### src/ring_defs.svh
//**************************************************************************
// widths, depths and ring size shared by the package and the RTL
// ring_nodes must fit in ring_node_id_w bits
// fifo depths must stay below 2**ring_slots_w so the count can hold them
//**************************************************************************
`ifndef RING_DEFS_SVH
`define RING_DEFS_SVH

`define ring_flit_w      16  // flit payload bits
`define ring_node_id_w   4
`define ring_nodes       16  // nodes on the ring
`define ring_mem_aw      8   // 256 home words
`define ring_word_w      32  // one word = two flits

// fifo sizes
`define ring_local_depth 8
`define ring_pass_depth  8
`define ring_slots_w     4   // occupancy count, 0..depth

`endif

### src/verilog/ring_pkg.sv
//**************************************************************************
// one link format serves both directions of the ring
// head flit layout is cmd, dst, src from the top bit down, rest zero
//**************************************************************************
`default_nettype none

`include "ring_defs.svh"

package ring_pkg;

  typedef logic [`ring_flit_w-1:0]    flit_t;
  typedef logic [`ring_node_id_w-1:0] node_id_t;
  typedef logic [`ring_word_w-1:0]    word_t;
  typedef logic [`ring_mem_aw-1:0]    mem_addr_t;
  typedef logic [`ring_slots_w-1:0]   slots_t;

  // framing carried beside every flit
  typedef enum logic [1:0] {
    none = 2'b00,
    head = 2'b01,
    body = 2'b10,
    tail = 2'b11  // also the single-flit write ack
  } flit_kind_e;

  typedef enum logic {
    dest_local = 1'b0,  // consumed by the receiving node
    dest_pass  = 1'b1   // forwarded by the receiving node
  } dest_fifo_e;

  typedef enum logic [1:0] {
    read_req  = 2'b00,
    write_req = 2'b01,
    read_rep  = 2'b10,
    write_ack = 2'b11
  } msg_cmd_e;

  typedef struct packed {
    flit_kind_e kind;
    dest_fifo_e dest;
    flit_t      flit;
  } ring_link_t;

  typedef struct packed {
    msg_cmd_e cmd;
    node_id_t dst;
    node_id_t src;
    logic [`ring_flit_w-2-2*`ring_node_id_w-1:0] pad;  // always zero
  } head_flit_t;

  // reply from home memory to the uploader
  typedef struct packed {
    msg_cmd_e cmd;
    node_id_t dst;   // requester
    node_id_t src;   // this home node
    word_t    data;  // read data, ignored on write ack
  } rep_msg_t;

  typedef enum logic [2:0] {
    hs_head,
    hs_addr_hi,
    hs_addr_lo,
    hs_data_hi,
    hs_data_lo,
    hs_drop     // skipping a stray reply packet
  } home_state_e;

  typedef enum logic [1:0] {
    us_idle,
    us_head,
    us_data_hi,
    us_data_lo
  } upload_state_e;

endpackage

`default_nettype wire

### src/verilog/rep_upload.sv
//**************************************************************************
// reply uploader, parallel to serial
// read reply leaves as head, data high, data low; write ack as one tail flit
// dest is left as dest_pass, the link arbiter writes the real next hop
//**************************************************************************
`timescale 1ns/1ps
`default_nettype none

module rep_upload (
  input  wire                  clk,
  input  wire                  rst_n,
  input  wire                  rep_valid,
  input  wire ring_pkg::rep_msg_t   rep_msg,
  output logic                 rep_take,  // one-cycle pulse, idle only
  output logic                 up_req,    // a flit is offered on up_link
  output ring_pkg::ring_link_t up_link,
  input  wire                  up_grant   // consumes the offered flit
);

  ring_pkg::upload_state_e state;
  ring_pkg::rep_msg_t      msg_q;
  ring_pkg::head_flit_t    hdr;
  ring_pkg::flit_t         data_hi, data_lo;
  logic                    single;  // write ack, one flit only

  assign rep_take = (state == ring_pkg::us_idle) && rep_valid;
  assign up_req   = (state != ring_pkg::us_idle);
  assign single   = (msg_q.cmd == ring_pkg::write_ack);
  assign {data_hi, data_lo} = msg_q.data;

  assign hdr.cmd = msg_q.cmd;
  assign hdr.dst = msg_q.dst;
  assign hdr.src = msg_q.src;
  assign hdr.pad = '0;

  always_comb begin
    up_link.dest = ring_pkg::dest_pass;
    case (state)
      ring_pkg::us_head: begin
        up_link.kind = single ? ring_pkg::tail : ring_pkg::head;
        up_link.flit = hdr;
      end
      ring_pkg::us_data_hi: begin
        up_link.kind = ring_pkg::body;
        up_link.flit = data_hi;
      end
      ring_pkg::us_data_lo: begin
        up_link.kind = ring_pkg::tail;
        up_link.flit = data_lo;
      end
      default: begin
        up_link.kind = ring_pkg::none;
        up_link.flit = '0;
      end
    endcase
  end

  always_ff @(posedge clk or negedge rst_n) begin
    if (!rst_n) begin
      state <= ring_pkg::us_idle;
    end else begin
      case (state)
        ring_pkg::us_idle:
          if (rep_valid) state <= ring_pkg::us_head;
        ring_pkg::us_head:
          if (up_grant) state <= single ? ring_pkg::us_idle : ring_pkg::us_data_hi;
        ring_pkg::us_data_hi:
          if (up_grant) state <= ring_pkg::us_data_lo;
        default:  // data low, last flit
          if (up_grant) state <= ring_pkg::us_idle;
      endcase
    end
  end

  always_ff @(posedge clk) begin
    if (rep_take)
      msg_q <= rep_msg;
  end

endmodule

`default_nettype wire

### config.mk
export PLATFORM = sky130hd
export DESIGN_NAME = rep_upload
export DESIGN_NICKNAME = d
export VERILOG_FILES = /design/src/verilog/ring_pkg.sv /design/src/verilog/rep_upload.sv
export VERILOG_INCLUDE_DIRS = /design/src
export SDC_FILE = /design/constraint.sdc
export NUM_CORES = 1
export LEC_CHECK = 0
export CAP_MARGIN = 20
export CORE_MARGIN = 5
export CORE_UTILIZATION = 55
export CTS_CLUSTER_DIAMETER = 30
export DETAILED_ROUTE_END_ITERATION = 7
export DONT_BUFFER_PORTS = 1
export PLACE_DENSITY = 0.7
export SKIP_LAST_GASP = 1
export SLEW_MARGIN = 20
export SYNTH_ARGS = -nofsm -noshare
export SYNTH_HDL_FRONTEND = slang
export SYNTH_SLANG_ARGS = --single-unit
### constraint.sdc
create_clock -name clk -period 4.2 [get_ports clk]
set_input_delay 0.21 -clock clk [delete_from_list [all_inputs] [get_ports clk]]
set_output_delay 0.21 -clock clk [all_outputs]
set_load 0.1 [all_outputs]
Word-level counts from Yosys, hierarchy flattened:

Index checks and enable logic that the tools add are counted.

* register bits after elaboration: 44
* input bits: 46
* output and inout port bits: 21
* word-level logic and storage cells: 26

* equal/unequal tests: 7
* mux-type cells: 9
* reductions and logical operators: 5

Operators with widths (count)
* 16-bit case mux with 3 select lines: 1
* 2-bit two-way mux: 6
* 2-bit case mux with 3 select lines: 2
* 2-bit == test (second input constant): 3
* 2-bit inequality test (second input constant): 3
* 4-bit AND reduction: 1
* 2-bit nonzero test: 2
* 2-bit by 1-bit == test with 1-bit output (second input constant): 1
* 2-bit zero test: 1
* 1-bit logical AND: 1

Depth between registers and ports, before layout:

* depth after elaboration: 4
* gate-level depth with buffers: 3
* mapped depth without buffers: 2

Worst setup path before layout:

Ideal clock, no wire load.

* path kind: register to register
* start: reg state[0]
* end: reg msg_q, in the netlist data_hi[0] (enable)
* library setup time: 0.502 ns
* arrival time: 4.163 ns
* required time: 3.698 ns
* setup slack: -0.465 ns
* stages on the path, launching flop included: 4
* buffers on the path: 1
* cell sequence: dfrtp_1 -> buf_6 -> or2_2 -> nor2_1

* longest elaborated chain between the ends: 2

RTL lines
* from (decl): line rep_upload.sv:20 `ring_pkg::upload_state_e state;`
* from (signal assigned): line rep_upload.sv:60 `state <= ring_pkg::us_idle;`
* from (signal assigned): line rep_upload.sv:64 `if (rep_valid) state <= ring_pkg::us_head;`
* from (signal assigned): line rep_upload.sv:66 `if (up_grant) state <= single ? ring_pkg::us_idle : ring_pkg::us_data_hi;`
* 2-bit zero test: line rep_upload.sv:26 `assign rep_take = (state == ring_pkg::us_idle) && rep_valid;`
* 1-bit logical AND: line rep_upload.sv:26
* via rep_take: line rep_upload.sv:14 `output logic rep_take,`
* to (signal assigned): line rep_upload.sv:77 `msg_q <= rep_msg;`
* to (decl): line rep_upload.sv:21 `ring_pkg::rep_msg_t msg_q;`

The timed path passes the listed nets, and every way through them passes these cells.
A chain may end at the register's enable or synchronous reset.

Worst setup path after layout:

* start: reg state[0]
* end: out rep_take

* longest elaborated chain between the ends: 2

RTL lines (line)
* 2-bit zero test: rep_upload.sv:26
* 1-bit logical AND: rep_upload.sv:26
* to (decl): rep_upload.sv:14

No other way between the ends.

==> flow_summary.json <==
{
  "gp_congestion": 0.665,
  "status": "finished clean",
  "cp_top_family": "simple AND/OR/NAND/NOR gates",
  "cts_root_buffer": "clkbuf_4",
  "ys_types": 21,
  "ys_seq_area_share_pct": 74.1,
  "worstMarginPinSlew_ns": 1.08,
  "slew-limit-headroom_pct": 27.4,
  "grt-ovfl-total": 0,
  "final.setup.tns_ns": 0,
  "cts.sinks": 44,
  "ys_ff_latch": 44,
  "cp_max_fo": 25,
  "grt_max_degree": 26,
  "io_buffers": 0,
  "cpPeakStageDelay_ns": 0.78,
  "crit_chain": "or2_2 -> nor2_4 -> buf_12",
  "final_cell_area_sq_mm": 0.00230,
  "min_period_ns": 3.00,
  "synthCells": 94,
  "yosysWarnings": 0,
  "period_share_pct": 71.5,
  "die_area_sq_mm": 0.00445,
  "cts_tree": "built",
  "rsz0062_at_grt": "no",
  "hold_slack_ns": 0.0417,
  "start_util_pct": 57.5,
  "syn_area_sq_mm": 0.00177,
  "arrival_ns": 2.79,
  "grt_pass1_vias": 1077,
  "critPathBufInv": 1,
  "drc": 0,
  "crit_path_end_kind": "primary output",
  "finalClockSkew_ns": 0.00605,
  "path_clk_slew_ns": 0.11,
  "first_iter_violations": 34,
  "crit_type": "flip-flop to primary output",
  "syn_avg_cell_area_sq_um": 18.8,
  "antenna_cells": 0,
  "wire_per_inst_um": 18.8,
  "coreArea_sq_mm": 0.00308,
  "dp_hpwl_mm": 2.03,
  "synth_top_area_share_pct": 71.3,
  "nFillCells": 206,
  "critical_path.startpoint_type": "flip-flop",
  "via_per_inst": 5.21,
  "vias": 949,
  "final_cell_mix": "43 x dlygate4sd3_1, 42 x edfxtp_1, 10 x a22o_1, 10 x mux2_4, 7 x nor2b_2",
  "areaGrowthSynthToFinish_pct": 29.8,
  "slowest_stage": "dfrtp_2",
  "final_common_cell": "dlygate4sd3_1",
  "crit_required_ns": 3.99,
  "synth.largest_area_cell": "edfxtp_1",
  "clock_path_buffers": 2,
  "ios": 67,
  "numCtsBuffers": 5,
  "hold_viol": 0,
  "setup_violations": 0,
  "row_count": 20,
  "synth_area_leaders": "edfxtp_1 71%, mux2_4 8.5%, a22o_1 5.0%, mux2i_1 3.4%, dfrtp_1 2.8%",
  "synthesis.nets": 140,
  "insertion_delay_ns": 0.34,
  "drive_above_1_share_pct": 21.7,
  "placed_area_sq_mm": 0.00182,
  "die_w_um": 66.7,
  "cap_violations": 0,
  "wirelength_mm": 3.42,
  "grt_pass1_wl_mm": 5.07,
  "final_nets": 184,
  "drv_slew": 0,
  "hold_class": "primary input to flip-flop",
  "antenna_found_initial": 0,
  "die-height_um": 66.7,
  "htree_levels": 2,
  "final_antenna_net_count": 0,
  "grt_usage_pct": 16.5,
  "firstDrtPassIters": 2,
  "fmax_mhz": 333
}
[registers in the layout, indices dropped and copies added, names as in the netlist]
signal and cells:
data_hi 16, data_lo 16, hdr 10, state 2
[logic make-up after synthesis]
group           Yosys count  share of synthesized area, %
compound gates           13                          6.15
buf+inv                   8                          2.97
flops                    44                          74.1
mux                      18                          13.2
other cells               1                         0.212
simple gates             10                          3.39
[cell usage after synthesis]
master / count
nor2_1: 1
buf_6: 2
dfrtp_1: 2
conb_1: 1
clkbuf_2: 1
mux2_2: 2
mux2_4: 10
inv_1: 1
mux2i_1: 6
a21oi_1: 1
a31o_2: 1
a22o_1: 10
nand2_1: 1
edfxtp_1: 42
or2_2: 1
clkbuf_1: 1
buf_4: 1
nor2b_2: 1
o21a_1: 1
nor2b_1: 6
buf_2: 2
[timing repair]
item,4_1_cts,5_1_grt
setup endpoints to repair,0,0
hold buffers,43,0
buffers inserted,0,0
hold endpoints to repair,44,0
gates resized for setup,0,0
[worst reg2reg max path: stages, from the launching register on]
cell and delay, ns:
dfrtp_2 0.78, or2_2 0.70, nor2_4 0.63, buf_12 0.33
[per-stage QoR]
step	util, %	setup WS, ns	std cells
2_1_floorplan	-	0.754	94
3_3_place_gp	59.1	1.52	132
3_5_place_dp	59.1	1.45	132
4_1_cts	74.6	1.15	182
5_1_grt	74.6	1.04	182
6_report	74.6	1.20	182
[metal layers]
layer / track usage, % / vias to the layer above / part of all wire, %
met5: 0 / - / 0
met1: 16.5 / 455 / 35
met2: 30.1 / 41 / 55
met4: 7.61 / 0 / 1.5
li1: - / 446 / -
met3: 6.07 / 7 / 8.3
[cell type report]
class,count,area (sq um),area share (%)
multi-input combinational,42,428,18.6
clock buffer,6,41.3,1.80
sequential,44,1310,57.2
clock inverter,1,5.00,0.218
tap,44,55.1,2.40
timing repair buffer,44,450,19.6
inverter,1,3.75,0.163
[path summary, 6_finish.rpt]
path | startpoint | end | slack, ns | cells after the start
max | state[0] | rep_take | 1.20 | 3
min | up_grant | state[0] | 0.04 | 2
max reg2reg | state[0] | data_lo[3] | 1.45 | 3
min reg2reg | hdr[14] | state[1] | 0.76 | 2
max in group asynchronous | rst_n | state[0] | 3.97 | 1
min in group asynchronous | rst_n | state[1] | 0.09 | 1
Power is left out: the tool's default activity adds up to more than one toggle a clock period on the data nets, which glitch-free logic cannot reach.
