## src/ring_defs.svh

```systemverilog
//**************************************************************************
// widths, depths and ring size shared by the package and the RTL
// ring_nodes must fit in ring_node_id_w bits
// fifo depths must stay below 2**ring_slots_w so the count can hold them
//**************************************************************************
`ifndef RING_DEFS_SVH
`define RING_DEFS_SVH

`define ring_flit_w      16  // flit payload bits
`define ring_node_id_w   4
`define ring_nodes       16  // nodes on the ring
`define ring_mem_aw      8   // 256 home words
`define ring_word_w      32  // one word = two flits

// fifo sizes
`define ring_local_depth 8
`define ring_pass_depth  8
`define ring_slots_w     4   // occupancy count, 0..depth

`endif

```

## src/verilog/ring_pkg.sv

```systemverilog
//**************************************************************************
// one link format serves both directions of the ring
// head flit layout is cmd, dst, src from the top bit down, rest zero
//**************************************************************************
`default_nettype none

`include "ring_defs.svh"

package ring_pkg;

  typedef logic [`ring_flit_w-1:0]    flit_t;
  typedef logic [`ring_node_id_w-1:0] node_id_t;
  typedef logic [`ring_word_w-1:0]    word_t;
  typedef logic [`ring_mem_aw-1:0]    mem_addr_t;
  typedef logic [`ring_slots_w-1:0]   slots_t;

  // framing carried beside every flit
  typedef enum logic [1:0] {
    none = 2'b00,
    head = 2'b01,
    body = 2'b10,
    tail = 2'b11  // also the single-flit write ack
  } flit_kind_e;

  typedef enum logic {
    dest_local = 1'b0,  // consumed by the receiving node
    dest_pass  = 1'b1   // forwarded by the receiving node
  } dest_fifo_e;

  typedef enum logic [1:0] {
    read_req  = 2'b00,
    write_req = 2'b01,
    read_rep  = 2'b10,
    write_ack = 2'b11
  } msg_cmd_e;

  typedef struct packed {
    flit_kind_e kind;
    dest_fifo_e dest;
    flit_t      flit;
  } ring_link_t;

  typedef struct packed {
    msg_cmd_e cmd;
    node_id_t dst;
    node_id_t src;
    logic [`ring_flit_w-2-2*`ring_node_id_w-1:0] pad;  // always zero
  } head_flit_t;

  // reply from home memory to the uploader
  typedef struct packed {
    msg_cmd_e cmd;
    node_id_t dst;   // requester
    node_id_t src;   // this home node
    word_t    data;  // read data, ignored on write ack
  } rep_msg_t;

  typedef enum logic [2:0] {
    hs_head,
    hs_addr_hi,
    hs_addr_lo,
    hs_data_hi,
    hs_data_lo,
    hs_drop     // skipping a stray reply packet
  } home_state_e;

  typedef enum logic [1:0] {
    us_idle,
    us_head,
    us_data_hi,
    us_data_lo
  } upload_state_e;

endpackage

`default_nettype wire

```

## src/verilog/flit_fifo.sv

```systemverilog
//**************************************************************************
// circular fifo of ring links, head valid while count is non-zero
// a push into a full fifo is dropped, so senders must watch not_full
//**************************************************************************
`timescale 1ns/1ps
`default_nettype none

`include "ring_defs.svh"

module flit_fifo #(
  parameter int depth = `ring_local_depth
) (
  input  wire                  clk,
  input  wire                  rst_n,
  input  wire                  push,
  input  wire ring_pkg::ring_link_t push_link,
  input  wire                  pop,
  output ring_pkg::ring_link_t head_link,
  output ring_pkg::slots_t     count,
  output logic                 not_full
);

  localparam int aw = (depth > 1) ? $clog2(depth) : 1;

  ring_pkg::ring_link_t mem [depth];  // no reset on storage
  logic [aw-1:0] wr_ptr, rd_ptr;
  logic do_push, do_pop;

  assign not_full  = (count != ring_pkg::slots_t'(depth));
  assign do_push   = push && not_full;
  assign do_pop    = pop && (count != '0);  // pop on empty is ignored
  assign head_link = mem[rd_ptr];

  always_ff @(posedge clk or negedge rst_n) begin
    if (!rst_n) begin
      wr_ptr <= '0;
      rd_ptr <= '0;
      count  <= '0;
    end else begin
      if (do_push)
        wr_ptr <= (wr_ptr == aw'(depth - 1)) ? '0 : wr_ptr + 1'b1;  // wrap at depth
      if (do_pop)
        rd_ptr <= (rd_ptr == aw'(depth - 1)) ? '0 : rd_ptr + 1'b1;
      case ({do_push, do_pop})
        2'b10:   count <= count + 1'b1;
        2'b01:   count <= count - 1'b1;
        default: count <= count;  // both or neither
      endcase
    end
  end

  always_ff @(posedge clk) begin
    if (do_push)
      mem[wr_ptr] <= push_link;
  end

endmodule

`default_nettype wire

```

## config.mk

```make
export PLATFORM = sky130hd
export DESIGN_NAME = flit_fifo
export DESIGN_NICKNAME = d
export VERILOG_FILES = /design/src/verilog/ring_pkg.sv /design/src/verilog/flit_fifo.sv
export VERILOG_INCLUDE_DIRS = /design/src
export SDC_FILE = /design/constraint.sdc
export NUM_CORES = 1
export LEC_CHECK = 0
export BUFFER_PORTS_ARGS = -buffer_cell sky130_fd_sc_hd__buf_2
export CORE_AREA = 2 2 112 114
export DETAILED_ROUTE_END_ITERATION = 10
export DIE_AREA = 0 0 114 116
export GPL_TIMING_DRIVEN = 0
export MAX_ROUTING_LAYER = met4
export PLACE_DENSITY = 0.73
export SLEW_MARGIN = 20
export SYNTH_ARGS = -nofsm -noshare
export SYNTH_HDL_FRONTEND = slang
export SYNTH_SLANG_ARGS = --single-unit
```

## constraint.sdc

```tcl
create_clock -name clk -period 3.5 [get_ports clk]
set_clock_uncertainty 0.15 [all_clocks]
set_input_delay 0.35 -clock clk [delete_from_list [all_inputs] [get_ports clk]]
set_output_delay 0.35 -clock clk [all_outputs]
set_load 0.03 [all_outputs]
```

# After elaboration in Yosys (flattened, before gate mapping)

Memory sizes are Yosys's and may differ from the RTL's.
Index checks and enable logic that the tools add are counted.

Add/subtract/negate cells: 4
Equal/unequal tests: 5
Multiplexer cells: 5
Reduce and logical (&&, ||, !) cells: 4

Operator list:

| kind                                                                   | count |
|---|---|
| 4-bit case mux with 2 select lines                                     | 1 |
| 3-bit by 1-bit adder with 3-bit output (second input constant)         | 2 |
| 3-bit equality test (second input constant)                            | 2 |
| 3-bit two-way mux                                                      | 2 |
| 4-bit by 1-bit adder with 4-bit output (second input constant)         | 1 |
| 4-bit != test (second input constant)                                  | 1 |
| 4-bit nonzero test                                                     | 1 |
| 4-bit by 1-bit subtractor with 4-bit output (second input constant)    | 1 |
| 2-bit by 1-bit equality test with 1-bit output (second input constant) | 1 |
| 2-bit equality test (second input constant)                            | 1 |
| 1-bit logical AND                                                      | 2 |
| 1-bit two-way mux                                                      | 2 |
| 2-bit nonzero test                                                     | 1 |

Register bits after elaboration: 10
Bits in writable memories: 152
Input port bits: 23
Output and inout bits: 24
Logic and storage cells: 22
Memories: 1

Memory list:

| memory | words | width | rd ports | clocked after memory_dff | write ports | line            | RTL |
|---|---|---|---|---|---|---|---|
| mem    | 8     | 19    | 1        | 0                        | 1           | flit_fifo.sv:25 | `ring_pkg::ring_link_t mem [depth];` |

# Depth between registers and ports, before layout

Depth in word-level cells: 4
Depth in mapped cells: 7
Depth with buffers taken out: 7

# Worst setup path after synthesis

OpenSTA, ideal clock, no wires.

Path type: reg2reg
Start: register count[0]
End: memory mem[0][0] (netlist name) (enable)
Library setup time: 443 ps
Data arrival time: 2837 ps
Required time: 2907 ps
Path slack: 70 ps
Stages on the path, launching flop included: 4
Path buffers: 0
Clock period less this slack: 3430 ps
Cells stage by stage: dfrtp_1 or4b_4 nand2_4 nor4_1

Longest elaborated chain between the ends: 4

Ends and longest elaborated chain:

| item                                    | line            | RTL |
|---|---|---|
| from (decl)                             | flit_fifo.sv:19 | `output ring_pkg::slots_t count,` |
| from (signal assigned)                  | flit_fifo.sv:45 | `2'b10: count <= count + 1'b1;` |
| from (signal assigned)                  | flit_fifo.sv:46 | `2'b01: count <= count - 1'b1;` |
| from (signal assigned)                  | flit_fifo.sv:47 | `default: count <= count;` |
| 4-bit != test                           | flit_fifo.sv:29 | `assign not_full = (count != ring_pkg::slots_t'(depth));` |
| named net not_full                      | flit_fifo.sv:20 | `output logic not_full` |
| 1-bit logical AND                       | flit_fifo.sv:30 | `assign do_push = push && not_full;` |
| 1-bit two-way mux                       | flit_fifo.sv:53 | `if (do_push)` |
| 1-bit two-way mux (not written as such) | flit_fifo.sv:54 | `mem[wr_ptr] <= push_link;` |
| to (decl)                               | flit_fifo.sv:25 |  |

The timed path passes the listed nets, and every way through them passes these cells.

# Worst setup path in the final report

Start: register count[0]
End: register count[3]

Longest elaborated chain between the ends: 4
Elaborated cells on any way between the ends: 10
Classes of those cells: 2 x add/sub; 3 x eq/ne; 1 x mux; 4 x reduce/logical

Ends and longest elaborated chain:

| item                                                                                  | line            | RTL |
|---|---|---|
| 4-bit nonzero test (*)                                                                | flit_fifo.sv:31 | `assign do_pop = pop && (count != '0);` |
| 1-bit logical AND (*)                                                                 | flit_fifo.sv:31 |  |
| named net do_pop                                                                      | flit_fifo.sv:27 | `logic do_push, do_pop;` |
| 2-bit by 1-bit equality test with 1-bit output or 2-bit equality test (tied branches) | flit_fifo.sv:44 | `case ({do_push, do_pop})` |
| 4-bit case mux with 2 select lines or 2-bit nonzero test (tied branches)              | -               |  |

The timed path passes the listed nets; every way through them passes the cells marked *.
A chain may end at the register's enable or synchronous reset.

==> metrics.txt <==
status=finished clean; Synthesized Nets=315; cell mode on critical path=ha_1; Clk Latency, worst-skew pair=0.42 ns; WP data required=3.64 ns; final hold violations=0; Hold Buf Count CTS=1; Yosys top cell area share=69.8%; layout net count=394; Async S/R FF share, synth=6.17%; Synth area leader=edfxtp_1; port bufs=46; htree depth=4; CTS tree=done; final core utilization=64.7%; max_cap viols=0; pwr/cell area=between 800 and 900 mW/mm²; fmax=319 MHz; sequential element share of the synthesized area=73.7%; DRC errors left=0; Worst-Margin Slew=0.777 ns; footprint of the multi-input gates=0.00167 mm²; DP HPWL=around 7 mm; Final min period=3.13 ns; die area=0.0132 mm²; synth warn=0; worst path cell trace=o41ai_2 > inv_1 > ha_1 > ha_1 > or4b_2 > o311ai_0 > o211ai_1; slowest cell on the critical path=or4b_2; Post-synth EDFFs=152; Worst Setup Start Kind=flop; share of layout cells above drive strength 1=34.3%; post_cts resized=0; Vias/cell=about 5.8; max_slew headroom=47.7%; first-pass GRT wire length=roughly 17 mm; CTS buffer count=17; global route overflow=0; most frequent cells after synthesis=edfxtp_1, mux4_1, mux2_2; Mean Syn Cell Area=23.0 µm²; top cells by area, synth=edfxtp_1, mux4_1, dfrtp_1; Syn Inst Count=284; worst vdd ir=between 0.0005 and 0.0006 V; setup_tns=0 ns; Clock transition at path regs=0.06 ns; Via Count=between 3000 and 4000; most common cell in the netlist=edfxtp_1; DRT iter0 DRCs=295; Die H=116 µm; count of final setup violators=0; Post-CTS Setup Bufs=0; row count=40; RSZ-0062 raised after global routing=no; initial antenna violation count=1; Arr. time, crit path=roughly 3.3 ns; vias in the first global route=3111; Crit Path Class=flop to flop; Cell variety after synth=32; Synth-to-Final Area Change=17.9%; Routability Congestion=~0.73; final WL=11.6 mm; CTS root buf=clkbuf_16; I/O pin total=47; per-cell routed wire length=22.1 µm; core area=roughly 0.012 mm²; fin. max-slew vios=0; starting density of the core=approximately 55%; antenna viol nets, final=0; FF/Latch Area=0.00481 mm²; worst hold path type=input pin to flop; Overall Global Routing Usage=between 10% and 20%; largest net degree at the start of global routing=20; crit share post-route=between 80% and 90%; leak pwr=2.74 nW; layout filler cell count=780; drt first pass iters=4; CTS max path bufs=2; crit path max fanout=9; Post-Syn Area=0.00654 mm²; critical path endpoint category=flop; Die X-Extent=114 µm; Yosys reg bits=162; Top FF cell, synth=edfxtp_1; Num Clock Sinks=roughly 160; CP max stage delay=about 0.70 ns
## cells by family after synthesis
kind of cell	after synthesis	synth area share, %
flops	162	73.7
mux	64	19.7
simple gates	23	2.12
buf+inv	17	1.61
compound gates	8	1.01
fa+ha+maj	8	1.65
xor+xnor	2	0.268
## worst max-delay path, delay by kind of cell (launching register included)
kind	cells	cell delay [ns]
AO/OA/AOI/OAI	3	0.91
buffers and inverters	1	0.10
AND/OR/NAND/NOR	1	0.70
flip-flops	1	0.47
adder cells (fa/ha/maj)	2	0.67
## state kept, by name, indices dropped and copies added (netlist names)
register and cells:
wr_ptr 3, rd_ptr 3, count 4, mem 152
## layout make-up
cell class	count	share of cell area, %
sequential	162	62.5
multi-input combinational	105	21.6
clock buffer	27	7.24
timing repair buffer	60	4.50
tap	147	2.39
buffer	12	1.12
clock inverter	5	0.422
inverter	5	0.243
antenna	1	0.0325
## cell usage in the layout (no fill, tap or decap), types with 2 or more instances in the layout
cell type	netlist	layout
edfxtp_1	152	152
buf_2	3	50
mux4_1	37	37
mux2_2	22	22
clkbuf_16	0	21
dfrtp_1	10	10
clkbuf_1	4	9
buf_4	0	9
buf_6	5	8
ha_1	7	7
inv_1	5	5
nor3_2	0	4
nand3_1	3	3
nor2_4	0	3
mux2_1	3	3
nor3b_1	3	3
inv_4	0	3
nand2_1	2	2
nand2b_1	2	2
a21oi_1	2	2
## through the flow
| step | power (W) | area, µm² | std cells | worst slack [ns] | hold slack (ns) |
|---|---|---|---|---|---|
| 4_1_cts | 0.00677 | 7710 | 523 | 0.380 | 0.0324 |
| 3_5_place_dp | 0.00499 | 7110 | 490 | 0.392 | 0.0738 |
| 5_1_grt | 0.00699 | 7710 | 524 | 0.193 | 0.0473 |
| 3_3_place_gp | 0.00482 | 6950 | 477 | -1.39 | 0.0734 |
| 6_report | 0.00671 | 7710 | 524 | 0.369 | 0.0494 |
| 2_1_floorplan | 0.00427 | 6540 | 284 | 0.0698 | -0.0956 |
## per-layer routing
layer | wire (µm) | track usage [%] | vias up
met1 | 4990 | 24.2 | 1575
met3 | 445 | 5.18 | 10
li1 | - | - | 1390
met4 | 143 | 7.15 | 0
met2 | 6000 | 32.1 | 72
met5 | 0 | - | -
## path summary, 6_finish.rpt
kind	to	depth (start not counted)	startpoint	slack, ns
min in group asynchronous	wr_ptr[1]$_DFFE_PN0P_	2	rst_n	0.16
max in group asynchronous	count[2]$_DFFE_PN0P_	2	rst_n	2.84
worst min register to register	count[2]$_DFFE_PN0P_	2	count[2]$_DFFE_PN0P_	0.50
worst min-delay path	mem[4][5]$_DFFE_PP_	1	push_link[5]	0.05
worst max register to register	count[3]$_DFFE_PN0P_	7	count[0]$_DFFE_PN0P_	0.37
worst max-delay path	count[3]$_DFFE_PN0P_	7	count[0]$_DFFE_PN0P_	0.37
## power breakdown
part	switching (W)	total, W	internal [W]
Combinational	0.00133	0.00231	0.000977
Sequential	0.000145	0.00260	0.00246
Clock	0.000698	0.00180	0.00110
(Power assumes the default switching activity.)
