<file path="src/ring_defs.svh">
//**************************************************************************
// widths, depths and ring size shared by the package and the RTL
// ring_nodes must fit in ring_node_id_w bits
// fifo depths must stay below 2**ring_slots_w so the count can hold them
//**************************************************************************
`ifndef RING_DEFS_SVH
`define RING_DEFS_SVH

`define ring_flit_w      16  // flit payload bits
`define ring_node_id_w   4
`define ring_nodes       16  // nodes on the ring
`define ring_mem_aw      8   // 256 home words
`define ring_word_w      32  // one word = two flits

// fifo sizes
`define ring_local_depth 8
`define ring_pass_depth  8
`define ring_slots_w     4   // occupancy count, 0..depth

`endif

</file>
<file path="src/verilog/ring_pkg.sv">
//**************************************************************************
// one link format serves both directions of the ring
// head flit layout is cmd, dst, src from the top bit down, rest zero
//**************************************************************************
`default_nettype none

`include "ring_defs.svh"

package ring_pkg;

  typedef logic [`ring_flit_w-1:0]    flit_t;
  typedef logic [`ring_node_id_w-1:0] node_id_t;
  typedef logic [`ring_word_w-1:0]    word_t;
  typedef logic [`ring_mem_aw-1:0]    mem_addr_t;
  typedef logic [`ring_slots_w-1:0]   slots_t;

  // framing carried beside every flit
  typedef enum logic [1:0] {
    none = 2'b00,
    head = 2'b01,
    body = 2'b10,
    tail = 2'b11  // also the single-flit write ack
  } flit_kind_e;

  typedef enum logic {
    dest_local = 1'b0,  // consumed by the receiving node
    dest_pass  = 1'b1   // forwarded by the receiving node
  } dest_fifo_e;

  typedef enum logic [1:0] {
    read_req  = 2'b00,
    write_req = 2'b01,
    read_rep  = 2'b10,
    write_ack = 2'b11
  } msg_cmd_e;

  typedef struct packed {
    flit_kind_e kind;
    dest_fifo_e dest;
    flit_t      flit;
  } ring_link_t;

  typedef struct packed {
    msg_cmd_e cmd;
    node_id_t dst;
    node_id_t src;
    logic [`ring_flit_w-2-2*`ring_node_id_w-1:0] pad;  // always zero
  } head_flit_t;

  // reply from home memory to the uploader
  typedef struct packed {
    msg_cmd_e cmd;
    node_id_t dst;   // requester
    node_id_t src;   // this home node
    word_t    data;  // read data, ignored on write ack
  } rep_msg_t;

  typedef enum logic [2:0] {
    hs_head,
    hs_addr_hi,
    hs_addr_lo,
    hs_data_hi,
    hs_data_lo,
    hs_drop     // skipping a stray reply packet
  } home_state_e;

  typedef enum logic [1:0] {
    us_idle,
    us_head,
    us_data_hi,
    us_data_lo
  } upload_state_e;

endpackage

`default_nettype wire

</file>
<file path="src/verilog/link_arbiter.sv">
//**************************************************************************
// output link arbiter between the pass fifo and the reply uploader
// grant is held from head to tail, priority alternates between packets
// a flit leaves only while the next node's matching enable is high
//**************************************************************************
`timescale 1ns/1ps
`default_nettype none

`include "ring_defs.svh"

module link_arbiter #(
  parameter ring_pkg::node_id_t node_id = '0
) (
  input  wire                  clk,
  input  wire                  rst_n,
  input  wire ring_pkg::ring_link_t pass_link,   // pass fifo head
  input  wire ring_pkg::slots_t     pass_count,
  output logic                 pass_pop,
  input  wire                  up_req,
  input  wire ring_pkg::ring_link_t up_link,
  output logic                 up_grant,
  input  wire                  en_local_in,
  input  wire                  en_pass_in,
  output ring_pkg::ring_link_t out_link
);

  // next node id, modulo ring size
  localparam ring_pkg::node_id_t next_id =
    (node_id == `ring_nodes - 1) ? '0 : node_id + 1'b1;

  logic locked;  // inside a packet
  logic sel_q;   // locked source, 1 = uploader
  logic prio_q;  // 0 favours pass between packets
  ring_pkg::dest_fifo_e dest_q;
  ring_pkg::dest_fifo_e hop_dest, cur_dest;
  ring_pkg::ring_link_t cur_link;
  ring_pkg::head_flit_t hdr;
  logic pass_avail, cur_sel, cur_valid, dest_ok, fire;

  assign pass_avail = (pass_count != '0);
  assign cur_sel    = locked ? sel_q : (up_req && (prio_q || !pass_avail));
  assign cur_link   = cur_sel ? up_link : pass_link;
  assign cur_valid  = cur_sel ? up_req : pass_avail;

  // next hop from the head's destination node, only meaningful on a head
  assign hdr      = ring_pkg::head_flit_t'(cur_link.flit);
  assign hop_dest = (hdr.dst == next_id) ? ring_pkg::dest_local : ring_pkg::dest_pass;
  assign cur_dest = locked ? dest_q : hop_dest;

  assign dest_ok  = (cur_dest == ring_pkg::dest_local) ? en_local_in : en_pass_in;
  assign fire     = cur_valid && dest_ok;  // back-pressure gate
  assign pass_pop = fire && !cur_sel;
  assign up_grant = fire && cur_sel;

  always_comb begin
    if (fire) begin
      out_link.kind = cur_link.kind;
      out_link.dest = cur_dest;
      out_link.flit = cur_link.flit;
    end else begin
      out_link.kind = ring_pkg::none;  // idle link
      out_link.dest = ring_pkg::dest_pass;
      out_link.flit = '0;
    end
  end

  always_ff @(posedge clk or negedge rst_n) begin
    if (!rst_n) begin
      locked <= 1'b0;
      sel_q  <= 1'b0;
      prio_q <= 1'b0;  // pass goes first
      dest_q <= ring_pkg::dest_pass;
    end else if (fire) begin
      if (cur_link.kind == ring_pkg::tail) begin
        locked <= 1'b0;     // also covers the single-flit ack
        prio_q <= ~prio_q;
      end else if (!locked) begin
        locked <= 1'b1;
        sel_q  <= cur_sel;
        dest_q <= hop_dest;
      end
    end
  end

endmodule

`default_nettype wire

</file>
<file path="config.mk">
export PLATFORM = sky130hd
export DESIGN_NAME = link_arbiter
export DESIGN_NICKNAME = d
export VERILOG_FILES = /design/src/verilog/ring_pkg.sv /design/src/verilog/link_arbiter.sv
export VERILOG_INCLUDE_DIRS = /design/src
export SDC_FILE = /design/constraint.sdc
export NUM_CORES = 1
export LEC_CHECK = 0
export BUFFER_PORTS_ARGS = -buffer_cell sky130_fd_sc_hd__buf_2
export CORE_UTILIZATION = 32
export DETAILED_ROUTE_END_ITERATION = 12
export PLACE_DENSITY = 0.8
export SYNTH_ARGS = -nofsm -noshare
export SYNTH_HDL_FRONTEND = slang
export SYNTH_SLANG_ARGS = --single-unit
export TNS_END_PERCENT = 10
</file>
<file path="constraint.sdc">
create_clock -name clk -period 2.25 [get_ports clk]
set_clock_uncertainty 0.2 [all_clocks]
set_input_delay 0.225 -clock clk [delete_from_list [all_inputs] [get_ports clk]]
set_output_delay 0.225 -clock clk [all_outputs]
set_load 0.1 [all_outputs]
</file>
* After elaboration in Yosys (flattened, before gate mapping)
Index checks and enable logic that the tools add are counted.
** Word-level totals
- Bits in read-only memories :: 0
- Word-level logic and storage cells :: 28
- Bits of input ports :: 47
- Output and inout port bits :: 21
- Memory bits (writable) :: 0
- Latch bits :: 0
- Memories :: 0
- Register bits after elaboration :: 4
** Operators by class
- Multipliers :: 0
- $lt $le $gt $ge :: 0
- Multiplexer cells :: 8
- $add $sub $neg :: 0
- Divide/modulo/power cells :: 0
- Reduce and logical (&&, ||, !) cells :: 11
- Shift operators :: 0
- Bitwise operators :: 3
- Eq/ne operators :: 2
** Operators with widths (number)
- 19-bit 2-to-1 mux :: 2
- 1-bit 2-to-1 mux :: 6
- 4-bit by 1-bit == test with 1-bit output, second input constant :: 1
- 1-bit logical AND :: 4
- 2-bit AND reduction :: 2
- 4-bit nonzero test :: 1
- 1-bit NOT :: 3
- 3-bit AND reduction :: 1
- 2-bit == test, second input constant :: 1
- 1-bit zero test :: 2
- 1-bit logical OR :: 1

* Depth between registers and ports, before layout
Gate-level depths: netlist (run 1).
- Depth in word-level cells :: 12
- Depth in mapped cells :: 7
- Gate-level depth less buffers :: 5

* Worst setup path before layout (run 1)
Ideal clock, no wire load.
- Kind :: reg2out
- Start :: reg locked
- End :: out out_link[10] (netlist name)
- Required time :: 1.825 ns
- Data arrival time :: 3.128 ns
- Setup slack :: -1.303 ns
- Path buffers :: 2
- Stages on the path, launching flop included :: 8
- Cells stage by stage :: dfrtp_1 > clkbuf_1 > mux2i_1 > a21oi_4 > o221a_4 > mux2i_4 > buf_6 > a21oi_1
** RTL lines
- from (decl) :: RTL line link_arbiter.sv:31 : logic locked;
- from (signal assigned) :: RTL line link_arbiter.sv:69 : locked <= 1'b0;
- from (signal assigned) :: RTL line link_arbiter.sv:75 : locked <= 1'b0;
- from (signal assigned) :: RTL line link_arbiter.sv:78 : locked <= 1'b1;
- to (decl) :: RTL line link_arbiter.sv:24 : output ring_pkg::ring_link_t out_link

* Final worst setup path (run 1)
- Start :: in pass_count[3]
- End :: out pass_pop
** On the way
- Longest elaborated chain between the ends :: 12
- Elaborated cells between the ends (all ways) :: 14
- Classes of those cells :: eq/ne: 1; mux: 6; reduce/logical: 7
** RTL lines
- from (decl) :: RTL line link_arbiter.sv:17 : input wire ring_pkg::slots_t pass_count,
- 4-bit nonzero test (*) :: RTL line link_arbiter.sv:40 : assign pass_avail = (pass_count != '0);
- 1-bit zero test :: RTL line link_arbiter.sv:41 : assign cur_sel = locked ? sel_q : (up_req && (prio_q || !pass_avail));
- 1-bit logical OR :: RTL line link_arbiter.sv:41
- 1-bit logical AND :: RTL line link_arbiter.sv:41
- 1-bit 2-to-1 mux :: RTL line link_arbiter.sv:41
- 19-bit 2-to-1 mux :: RTL line link_arbiter.sv:42 : assign cur_link = cur_sel ? up_link : pass_link;
- 4-bit by 1-bit == test with 1-bit output :: RTL line link_arbiter.sv:47 : assign hop_dest = (hdr.dst == next_id) ? ring_pkg::dest_local : ring_pkg::dest_pass;
- 1-bit 2-to-1 mux :: RTL line link_arbiter.sv:47
- 1-bit 2-to-1 mux
- 1-bit 2-to-1 mux :: RTL line link_arbiter.sv:50 : assign dest_ok = (cur_dest == ring_pkg::dest_local) ? en_local_in : en_pass_in;
- 1-bit logical AND :: RTL line link_arbiter.sv:51 : assign fire = cur_valid && dest_ok;
- 1-bit logical AND (*) :: RTL line link_arbiter.sv:52 : assign pass_pop = fire && !cur_sel;
- to (decl) :: RTL line link_arbiter.sv:18 : output logic pass_pop,
Mark *: on every way between the ends. The rest lies on a longest branch, timed or not.

==> results by group, run 1 <==
Timing
  • Hold Violations, Final: 0
  • Fin crit share: 112%
  • Measured slew at the worst slew-check pin: around 0.34 ns
  • RSZ-0062 raised after global routing: true
  • Final min period: between 2 and 3 ns
  • Fmax: ~400 MHz
  • Final setup margin: -0.269 ns
  • Final setup vio count: 21
  • Setup TNS: -5.00 ns
  • Rel. slew slack: 76.9%
  • Max-slew violation count: 0

GRT
  • Initial antenna violation count: 0
  • Total track usage: 33.7%
  • Total congestion overflow: 0
  • First-pass GRT wire length: approximately 6.1 mm
  • Largest net degree at the start of global routing: 22
  • Vias in the first global route: about 1,300

Logic synthesis
  • Flops & latches, synth: 4
  • Avg Cell Area, Syn: approximately 6.4 sq um
  • Post-Synthesis Net Count: between 150 and 200
  • Count of cell types in the netlist: 29
  • Post-Synthesis Cells: 110
  • Share of the yosys chip area belonging to registers: 14.3%
  • Ys Warns: 0
  • Cell Area, Synth: approximately 710 sq um

Power and ir drop
  • Clock power share: around 3.6%
  • Gate power share: between 90% and 100%
  • Worst vdd ir: between 1000 and 1500 uV
  • Leak: roughly 0.80 nW
  • Pwr/cell area: 1550 nW/um^2
  • Net Sw Frac: between 60% and 70%
  • Pint: approximately 0.0011 W
  • P_sw: about 0.0017 W
  • Reg power frac: about 5.3%

Clock tree
  • Worst-Skew Late Latency: roughly 0.24 ns
  • Num CTS Buffers: 3
  • Reg clk slew, reported paths: around 0.040 ns
  • Clock buffer depth: 2
  • Root Driver: clkbuf_4
  • Clock Sinks: 4
  • H-tree levels: 1
  • CTS tree: yes

Floorplanning
  • Initial Util: between 30% and 40%
  • Die area: approximately 2400 sq um
  • Boundary pin count: a little under 70
  • # rows: 16
  • Die width: around 49 um
  • Core area: slightly above 2000 sq um
  • Die Span Y: a little under 50 um

Cells and area
  • Final Core Density: about nine tenths
  • Final #Nets: 241
  • Layout cells sized above 1: between 60% and 70%
  • Area growth syn-to-layout: 157%
  • Antenna fix cells: 0

Detailed routing
  • Post-route DRC: 0
  • 1st-iter DRT viols: 48
  • Post-Route WL: between 4 and 5 mm
  • DR pass1 iterations: 4
  • Avg WL per Cell: between 20 and 25 um
  • Via count: ~1,300
  • Vias per cell: 5.92
  • Final ANT Viol Nets: 0

Worst setup path
  • Crit path launch: pass_count[3]
  • Crit Path Max Fanout: 10
  • Reg-to-reg startpoint: locked
  • CP Launch Type: primary input
  • Crit Path Category: in -> out
  • Endpoint type of the worst setup path: output pin
  • CP arrival: ~2.1 ns
  • CP required: between 1.5 and 2 ns

Place
  • DP Wirelength: around 2.3 mm
  • Port Buffer Count: 65
  • Gp weighted congestion: roughly 0.95

Run
  • Maxcap violations: 0

Min path
  • Hold Path Class: in -> async

Outcome
  • Failing checks: setup timing
  • Outcome: finished, violations left
-- cells by family after synthesis --
family / Yosys count / share of synthesized area (%)
simple gates: 56 / 33.5
compound gates: 32 / 31.6
buf+inv: 11 / 8.46
mux: 6 / 10.9
flops: 4 / 14.3
xor+xnor: 1 / 1.23
-- registers in the layout (all words and copies together), names as in the netlist --
register,count
prio_q,1
dest_q,1
sel_q,1
locked,1
-- synthesized netlist by cell type --
cell type  number  area share (%)
nor4_1          1            0.88
a21oi_4         1             2.3
and3_1          2             1.8
nor2_1          6             3.2
or4_1           1             1.1
dfstp_2         1             3.7
nor4bb_1        1             1.4
o21ai_0         1            0.70
nand2_1        40              21
nor3_1          2             1.4
buf_2           3             2.1
buf_6           2             3.2
mux2i_1         4             5.6
mux2_4          1             2.1
a21o_1          2             2.1
clkbuf_1        3             1.6
xor2_1          1             1.2
nand3_1         2             1.4
dfrtp_1         3              11
nor4b_1         1             1.2
o221a_4         1             2.8
mux2i_4         1             3.2
a211oi_2        1             1.8
a21oi_1        19              13
inv_1           3             1.6
o211ai_1        2             2.1
a32o_1          1             1.4
o2111ai_1       3             3.7
o2bb2ai_1       1             1.2
-- layout by cell type (no fill, tap or decap), types with 3 or more instances in the layout --
master and instances:
a21oi_4 19, nand2_1 39, buf_2 44, buf_12 23
o2111ai_1 3, clkbuf_4 3, nor2_1 3, buf_4 18
mux2i_1 3
-- metrics by stage --
stage / total power, W / std cells / instance area [sq um] / hold slack (ns) / setup slack [ns]
after floorplan: 0.00176 / 110 / 978 / -0.271 / -0.229
after global placement: 0.00211 / 214 / 1450 / -0.166 / -0.272
after detailed placement: 0.00215 / 214 / 1450 / -0.162 / -0.311
after CTS: 0.00267 / 219 / 1780 / 0.112 / -0.219
after global routing: 0.00289 / 220 / 1820 / 0.121 / -0.301
final: 0.00282 / 220 / 1820 / 0.123 / -0.269
-- worst max-delay path: stages --
cell	delay, ns
buf_2	0.11
or4_4	0.57
a21o_1	0.24
and3_1	0.22
mux2i_4	0.24
clkbuf_16	0.26
nor2_4	0.05
buf_12	0.17
-- timing repair --
action	CTS	global route
hold endpoints to repair	4	0
endpoints found under the setup margin	22	23
buffers inserted	0	0
gates resized for setup	79	6
cloned	0	1
hold buffers	1	0
-- power by group through the flow --
| stage | registers (W) | logic, W | clock network [W] |
|---|---|---|---|
| floorplan | 0.000122 | 0.00163 | 0 |
| global placement | 0.000145 | 0.00197 | 0 |
| detailed placement | 0.000143 | 0.00201 | 0 |
| CTS | 0.000147 | 0.00242 | 0.000106 |
| global route | 0.000152 | 0.00263 | 0.000109 |
| finish | 0.000149 | 0.00257 | 0.000103 |
-- metal layers --
metal | vias to the layer above | GRT usage, % | part of all wire [%]
met5 | - | 0 | 0
met4 | 0 | 28.9 | 6.5
met3 | 28 | 7.79 | 6.9
met2 | 110 | 57.3 | 49
met1 | 612 | 34.3 | 37
li1 | 552 | - | -
-- final cells by class --
| type | instances | area, sq um |
|---|---|---|
| Clock buffer | 4 | 26.3 |
| Timing Repair Buffer | 87 | 851 |
| Fill cell | 75 | 201 |
| Multi-Input combinational cell | 95 | 796 |
| Inverter | 3 | 11.3 |
| Sequential cell | 4 | 103 |
| Tap cell | 27 | 33.8 |
-- final timing paths --
path / endpoint / slack (ns) / cells past startpoint
worst max-delay path: pass_pop / -0.27 / 8
worst min-delay path: sel_q / 0.12 / 2
worst max register to register: locked / -0.01 / 6
worst min register to register: dest_q / 0.30 / 1
max in group asynchronous: dest_q / 1.51 / 2
min in group clk: sel_q / 0.24 / 4
No activity file was read; power rests on OpenSTA's default activity.
==> inputs of run 2 (changes only) <==
- CELL_PAD_IN_SITES_DETAIL_PLACEMENT: unset -> 0
- CELL_PAD_IN_SITES_GLOBAL_PLACEMENT: unset -> 1
- CORE_UTILIZATION: 32 -> 20
- PLACE_DENSITY: 0.8 -> 0.81
==> run 2 against run 1 <==
The flow still finishes with violations (setup timing); via count fell by 14%; critical endpoint is now out_link[13]; sequential power fell by 4%; die area grew 57%; first-iteration DRC count is 2.1% lower; power is 4.9% lower; clock-buffer cell count unchanged; worst setup slack improved by 0.080 ns; routed wire length is 26% lower; highest routed layer unchanged; sequential share of layout area hardly changed; worst hold slack got worse by 0.010 ns; final area is 0.34% higher.
==> results by group, run 2 (synthesis gave the netlist of run 1 again) <==
Worst setup path
  • CP arrival: between 2 and 2.5 ns
  • CP Launch Type: primary input
  • Crit path launch: pass_count[3]
  • Endpoint type of the worst setup path: output pin
  • Crit Path Category: in -> out
  • CP required: between 1.5 and 2 ns
  • Reg2Reg Setup Slack: approximately 0.07 ns
  • Reg-to-reg startpoint: locked
  • Reg2reg path depth: 6
  • CP Capture Point: out_link[13]
  • Crit Path Max Fanout: 11
  • Reg2reg end: locked

Timing
  • Worst hold slack: between 0.1 and 0.15 ns
  • Max-slew violation count: 0
  • Final setup vio count: 20
  • Final setup margin: -0.190 ns
  • RSZ-0062 raised after global routing: true
  • Hold Violations, Final: 0
  • Rel. slew slack: between 70% and 80%
  • Final min period: roughly 2.4 ns
  • Fmax: 410 MHz
  • Measured slew at the worst slew-check pin: ~0.33 ns
  • Fin crit share: 108%

Cells and area
  • Layout cells sized above 1: 63.4%
  • Final #Nets: between 200 and 250
  • Post-route cell area: about 1800 sq um
  • Area of the multi-input gates: 807 sq um
  • Number of fill cells: between 300 and 400
  • Area growth syn-to-layout: 157%
  • Final std cells w/o fill: 237
  • Final Core Density: 54.3%
  • Seq. cell area: about 100 sq um
  • Most frequent cells in the layout: buf_2 (44), nand2_1 (39), buf_12 (23), a21oi_4 (19), buf_4 (16)
  • Antenna fix cells: 0
  • Most common cell after layout, fill and taps aside: buf_2

GRT
  • Total congestion overflow: 0
  • First-pass GRT wire length: 5.16 mm
  • Largest net degree at the start of global routing: 20
  • Total track usage: a little under a fifth
  • Vias in the first global route: between 1,000 and 1,500
  • Initial antenna violation count: 0

Detailed routing
  • DR pass1 iterations: 4
  • Final ANT Viol Nets: 0
  • Vias per cell: between 4 and 5
  • Via count: ~1,100
  • 1st-iter DRT viols: 47
  • Post-Route WL: around 3.3 mm
  • Avg WL per Cell: ~14 um
  • Post-route DRC: 0

Floorplanning
  • Core area: 3360 sq um
  • Boundary pin count: 68
  • Die width: a little over 60 um
  • # rows: 21
  • Initial Util: a little over a fifth
  • Die Span Y: 61.6 um
  • Die area: around 3800 sq um

Min path
  • Hold Path Class: in -> async

Power and ir drop
  • Leak: 0.790 nW
  • Gate power share: about nine tenths
  • Pwr/cell area: 1470 nW/um^2
  • P_sw: 0.00162 W
  • Net Sw Frac: ~60%
  • Total power draw: 0.00268 W
  • Pint: around 0.0011 W
  • Clock power share: ~3.8%
  • Worst vdd ir: around 710 uV
  • Reg power frac: around 5.3%

Place
  • Gp weighted congestion: 0.926
  • Placed Instance Area: between 1000 and 1500 sq um
  • Placed insts: between 200 and 250
  • DP Wirelength: 2.48 mm
  • Port Buffer Count: between 60 and 70

Outcome
  • Failing checks: setup timing
  • Outcome: finished, violations left

Clock tree
  • Root Driver: clkbuf_4
  • Clock Sinks: 4
  • Worst-Skew Late Latency: approximately 0.24 ns
  • Reg clk slew, reported paths: about 0.040 ns
  • Num CTS Buffers: 3
  • Clock buffer depth: 2
  • H-tree levels: 1
  • CTS tree: yes

Run
  • Maxcap violations: 0
==> run 2: cell types whose count changed in the layout (fill, tap and decap cells not counted), sizes merged <==
cell    delta
buf        -1
clkbuf     -1
==> run 2: layout make-up <==
| class | count | area share [%] |
|---|---|---|
| Clock buffer | 4 | 1.44 |
| Inverter | 3 | 0.616 |
| Multi-Input combinational cell | 95 | 44.2 |
| Sequential cell | 4 | 5.62 |
| Tap cell | 46 | 3.15 |
| Timing Repair Buffer | 85 | 45.0 |
==> run 2: worst min-delay path by stage <==
stage / start / to / slack, ns
5_1_grt: rst_n / sel_q / 0.15
6_report: rst_n / sel_q / 0.11
4_1_cts: rst_n / sel_q / 0.11
3_3_place_gp: rst_n / prio_q / -0.17
3_5_place_dp: rst_n / locked / -0.16
2_1_floorplan: rst_n / locked / -0.27
==> run 2: critical path: stages <==
cell     delay [ns]
buf_2          0.10
or4_4          0.55
a21oi_4        0.17
o221a_4        0.22
mux2i_4        0.30
buf_12         0.22
a21oi_4        0.05
buf_12         0.17
==> run 2: per-layer routing <==
layer,routed length [um],share of wire (%),vias up,GRT usage (%)
met1,1270,38,534,21.6
met4,26,0.78,0,5.08
met3,174,5.2,2,1.89
met2,1850,56,43,34.1
met5,0,0,-,0
li1,-,-,547,-
==> run 2: repair_timing <==
| action | in CTS | in global routing |
|---|---|---|
| pin swaps | 0 | 0 |
| gates resized for setup | 82 | 5 |
| hold buffers | 1 | 0 |
| buffers inserted | 0 | 0 |
| setup endpoints to repair | 21 | 21 |
| hold endpoints to repair | 4 | 0 |
==> run 2: power groups by stage <==
| stage | sequential [W] | clock (W) | combinational, W |
|---|---|---|---|
| final | 0.000143 | 0.000101 | 0.00244 |
| after global routing | 0.000148 | 0.000109 | 0.00253 |
| after CTS | 0.000143 | 0.000107 | 0.00240 |
| after detailed placement | 0.000138 | 0 | 0.00197 |
| after global placement | 0.000137 | 0 | 0.00194 |
| after floorplan | 0.000122 | 0 | 0.00163 |
==> run 2: through the flow <==
step	setup slack, ns	setup TNS (ns)
6_report	-0.190	-3.61
5_1_grt	-0.255	-4.90
4_1_cts	-0.213	-4.02
3_5_place_dp	-0.293	-5.83
3_3_place_gp	-0.283	-5.65
2_1_floorplan	-0.229	-4.57
==> inputs of run 3 (changes only) <==
- HOLD_SLACK_MARGIN: unset -> 0.15
==> run 3 against run 2 <==
The flow still finishes with violations (setup timing); fmax is 0.10% lower; global-route usage hardly changed; combinational power about the same; clock-buffer cell count did not move; worst setup slack worse by 0.0025 ns; critical endpoint unchanged; largest cell class unchanged; highest routed layer unchanged.
==> results by group, run 3 (synthesis gave the netlist of run 1 again) <==
Floorplanning
  • Core area: approximately 3400 sq um
  • Die width: ~62 um
  • Boundary pin count: 68
  • # rows: 21
  • Die Span Y: slightly above 60 um
  • Initial Util: between 20% and 30%
  • Die area: about 3800 sq um

Clock tree
  • Clock buffer depth: 2
  • Reg clk slew, reported paths: roughly 0.040 ns
  • Worst-Skew Late Latency: about 0.24 ns
  • CTS tree: yes
  • Num CTS Buffers: 3
  • H-tree levels: 1
  • Clock Sinks: 4
  • Root Driver: clkbuf_4

Detailed routing
  • DR pass1 iterations: 4
  • Final ANT Viol Nets: 0
  • Via count: 1,121
  • Avg WL per Cell: 14.0 um
  • 1st-iter DRT viols: between 50 and 60
  • Post-Route WL: 3.33 mm
  • Post-route DRC: 0
  • Vias per cell: roughly 4.7

Timing
  • Measured slew at the worst slew-check pin: about 0.33 ns
  • Final setup margin: -0.192 ns
  • RSZ-0062 raised after global routing: true
  • Rel. slew slack: 77.6%
  • Hold Violations, Final: 0
  • Final setup vio count: 20
  • Max-slew violation count: 0
  • Setup TNS: -3.66 ns
  • Final min period: about 2.4 ns
  • Fmax: 409 MHz
  • Fin crit share: 109%

Cells and area
  • Final std cells w/o fill: between 200 and 250
  • Final #Nets: 240
  • Layout cells sized above 1: 63.0%
  • Area growth syn-to-layout: 159%
  • Antenna fix cells: 0
  • Most frequent cells in the layout: buf_2 (44), nand2_1 (39), buf_12 (23), a21oi_4 (19), buf_4 (16)
  • Most common cell after layout, fill and taps aside: buf_2
  • Post-route cell area: between 1500 and 2000 sq um
  • Number of fill cells: between 300 and 400

Worst setup path
  • Reg2Reg Setup Slack: about 0.06 ns
  • Crit Path Category: reg -> out
  • Reg2reg path depth: 6
  • Endpoint type of the worst setup path: output pin
  • CP Launch Type: flip-flop
  • CP arrival: 2.02 ns
  • Reg2reg end: locked
  • Reg-to-reg startpoint: locked
  • Crit Path Max Fanout: 11
  • CP required: 1.82 ns

GRT
  • Initial antenna violation count: 0
  • Total track usage: between 10% and 20%
  • Vias in the first global route: around 1,200
  • First-pass GRT wire length: 5.18 mm
  • Largest net degree at the start of global routing: 20
  • Total congestion overflow: 0

Place
  • Placed insts: 232
  • Placed Instance Area: 1460 sq um
  • Port Buffer Count: 65
  • Gp weighted congestion: 0.926
  • DP Wirelength: roughly 2.5 mm

Min path
  • WHS Endpoint: sel_q
  • Hold path cells: 4
  • Hold Path Class: in -> reg
  • Hold Crit Start: up_req

Run
  • Maxcap violations: 0

Power and ir drop
  • Leak: a little under 0.8 nW
  • Worst vdd ir: ~710 uV
  • Pwr/cell area: 1460 nW/um^2

Outcome
  • Outcome: finished, violations left
  • Failing checks: setup timing
## run 3: cell count changes in the layout (fill, tap and decap cells not counted), sizes merged
cell,previous run,this run
dlygate4sd3,1,2
## run 3: worst max-delay path, cell delays in order (launching register included)
cell and delay, ns:
dfrtp_2 0.45, mux2i_4 0.22, a21oi_4 0.15, o221a_4 0.22, mux2i_4 0.30, buf_12 0.22
a21oi_4 0.05, buf_12 0.17
## run 3: what timing repair did
| item | CTS | global route |
|---|---|---|
| hold buffers | 2 | 0 |
| pin swaps | 0 | 0 |
| endpoints found under the hold margin | 4 | 0 |
| gates resized for setup | 82 | 5 |
| setup endpoints to repair | 21 | 21 |
| buffers inserted | 0 | 0 |
## run 3: final cells by class
type | count | area, sq um | area share, %
timing repair buffer | 86 | 832 | 45.3
multi-input combinational | 95 | 807 | 43.9
sequential | 4 | 103 | 5.59
tap | 46 | 57.6 | 3.13
clock buffer | 4 | 26.3 | 1.43
inverter | 3 | 11.3 | 0.613
## run 3: per-stage QoR
stage                     setup WS, ns  util (%)  hold slack [ns]  power, W
final                           -0.192      54.6            0.252   0.00268
after global routing            -0.255      54.6            0.270   0.00279
after CTS                       -0.213      53.9            0.245   0.00265
after detailed placement        -0.293      43.5           -0.165   0.00210
after global placement          -0.283      43.5           -0.169   0.00208
after floorplan                 -0.229         -           -0.271   0.00176
## run 3: layer usage
metal	GRT usage [%]	vias to the layer above	wire, um
met5	0	-	0
met4	5.08	0	26
met3	1.89	2	170
met2	34.1	41	1880
met1	21.7	529	1260
li1	-	549	-
## run 3: where the power goes
group / internal [W] / switching [W]
sequential: 0.000101 / 0.0000428
clock: 0.0000669 / 0.0000343
combinational: 0.000892 / 0.00154
total: 0.00106 / 0.00162
## run 3: worst max-delay path by stage
| stage | start | endpoint | cells after the start |
|---|---|---|---|
| 3_3_place_gp | pass_count[3] | out_link[12] | 8 |
| 6_report | locked | out_link[13] | 7 |
| 5_1_grt | locked | out_link[13] | 7 |
| 3_5_place_dp | pass_count[3] | out_link[6] | 8 |
| 4_1_cts | locked | out_link[9] | 8 |
| 2_1_floorplan | pass_count[3] | out_link[10] | 7 |
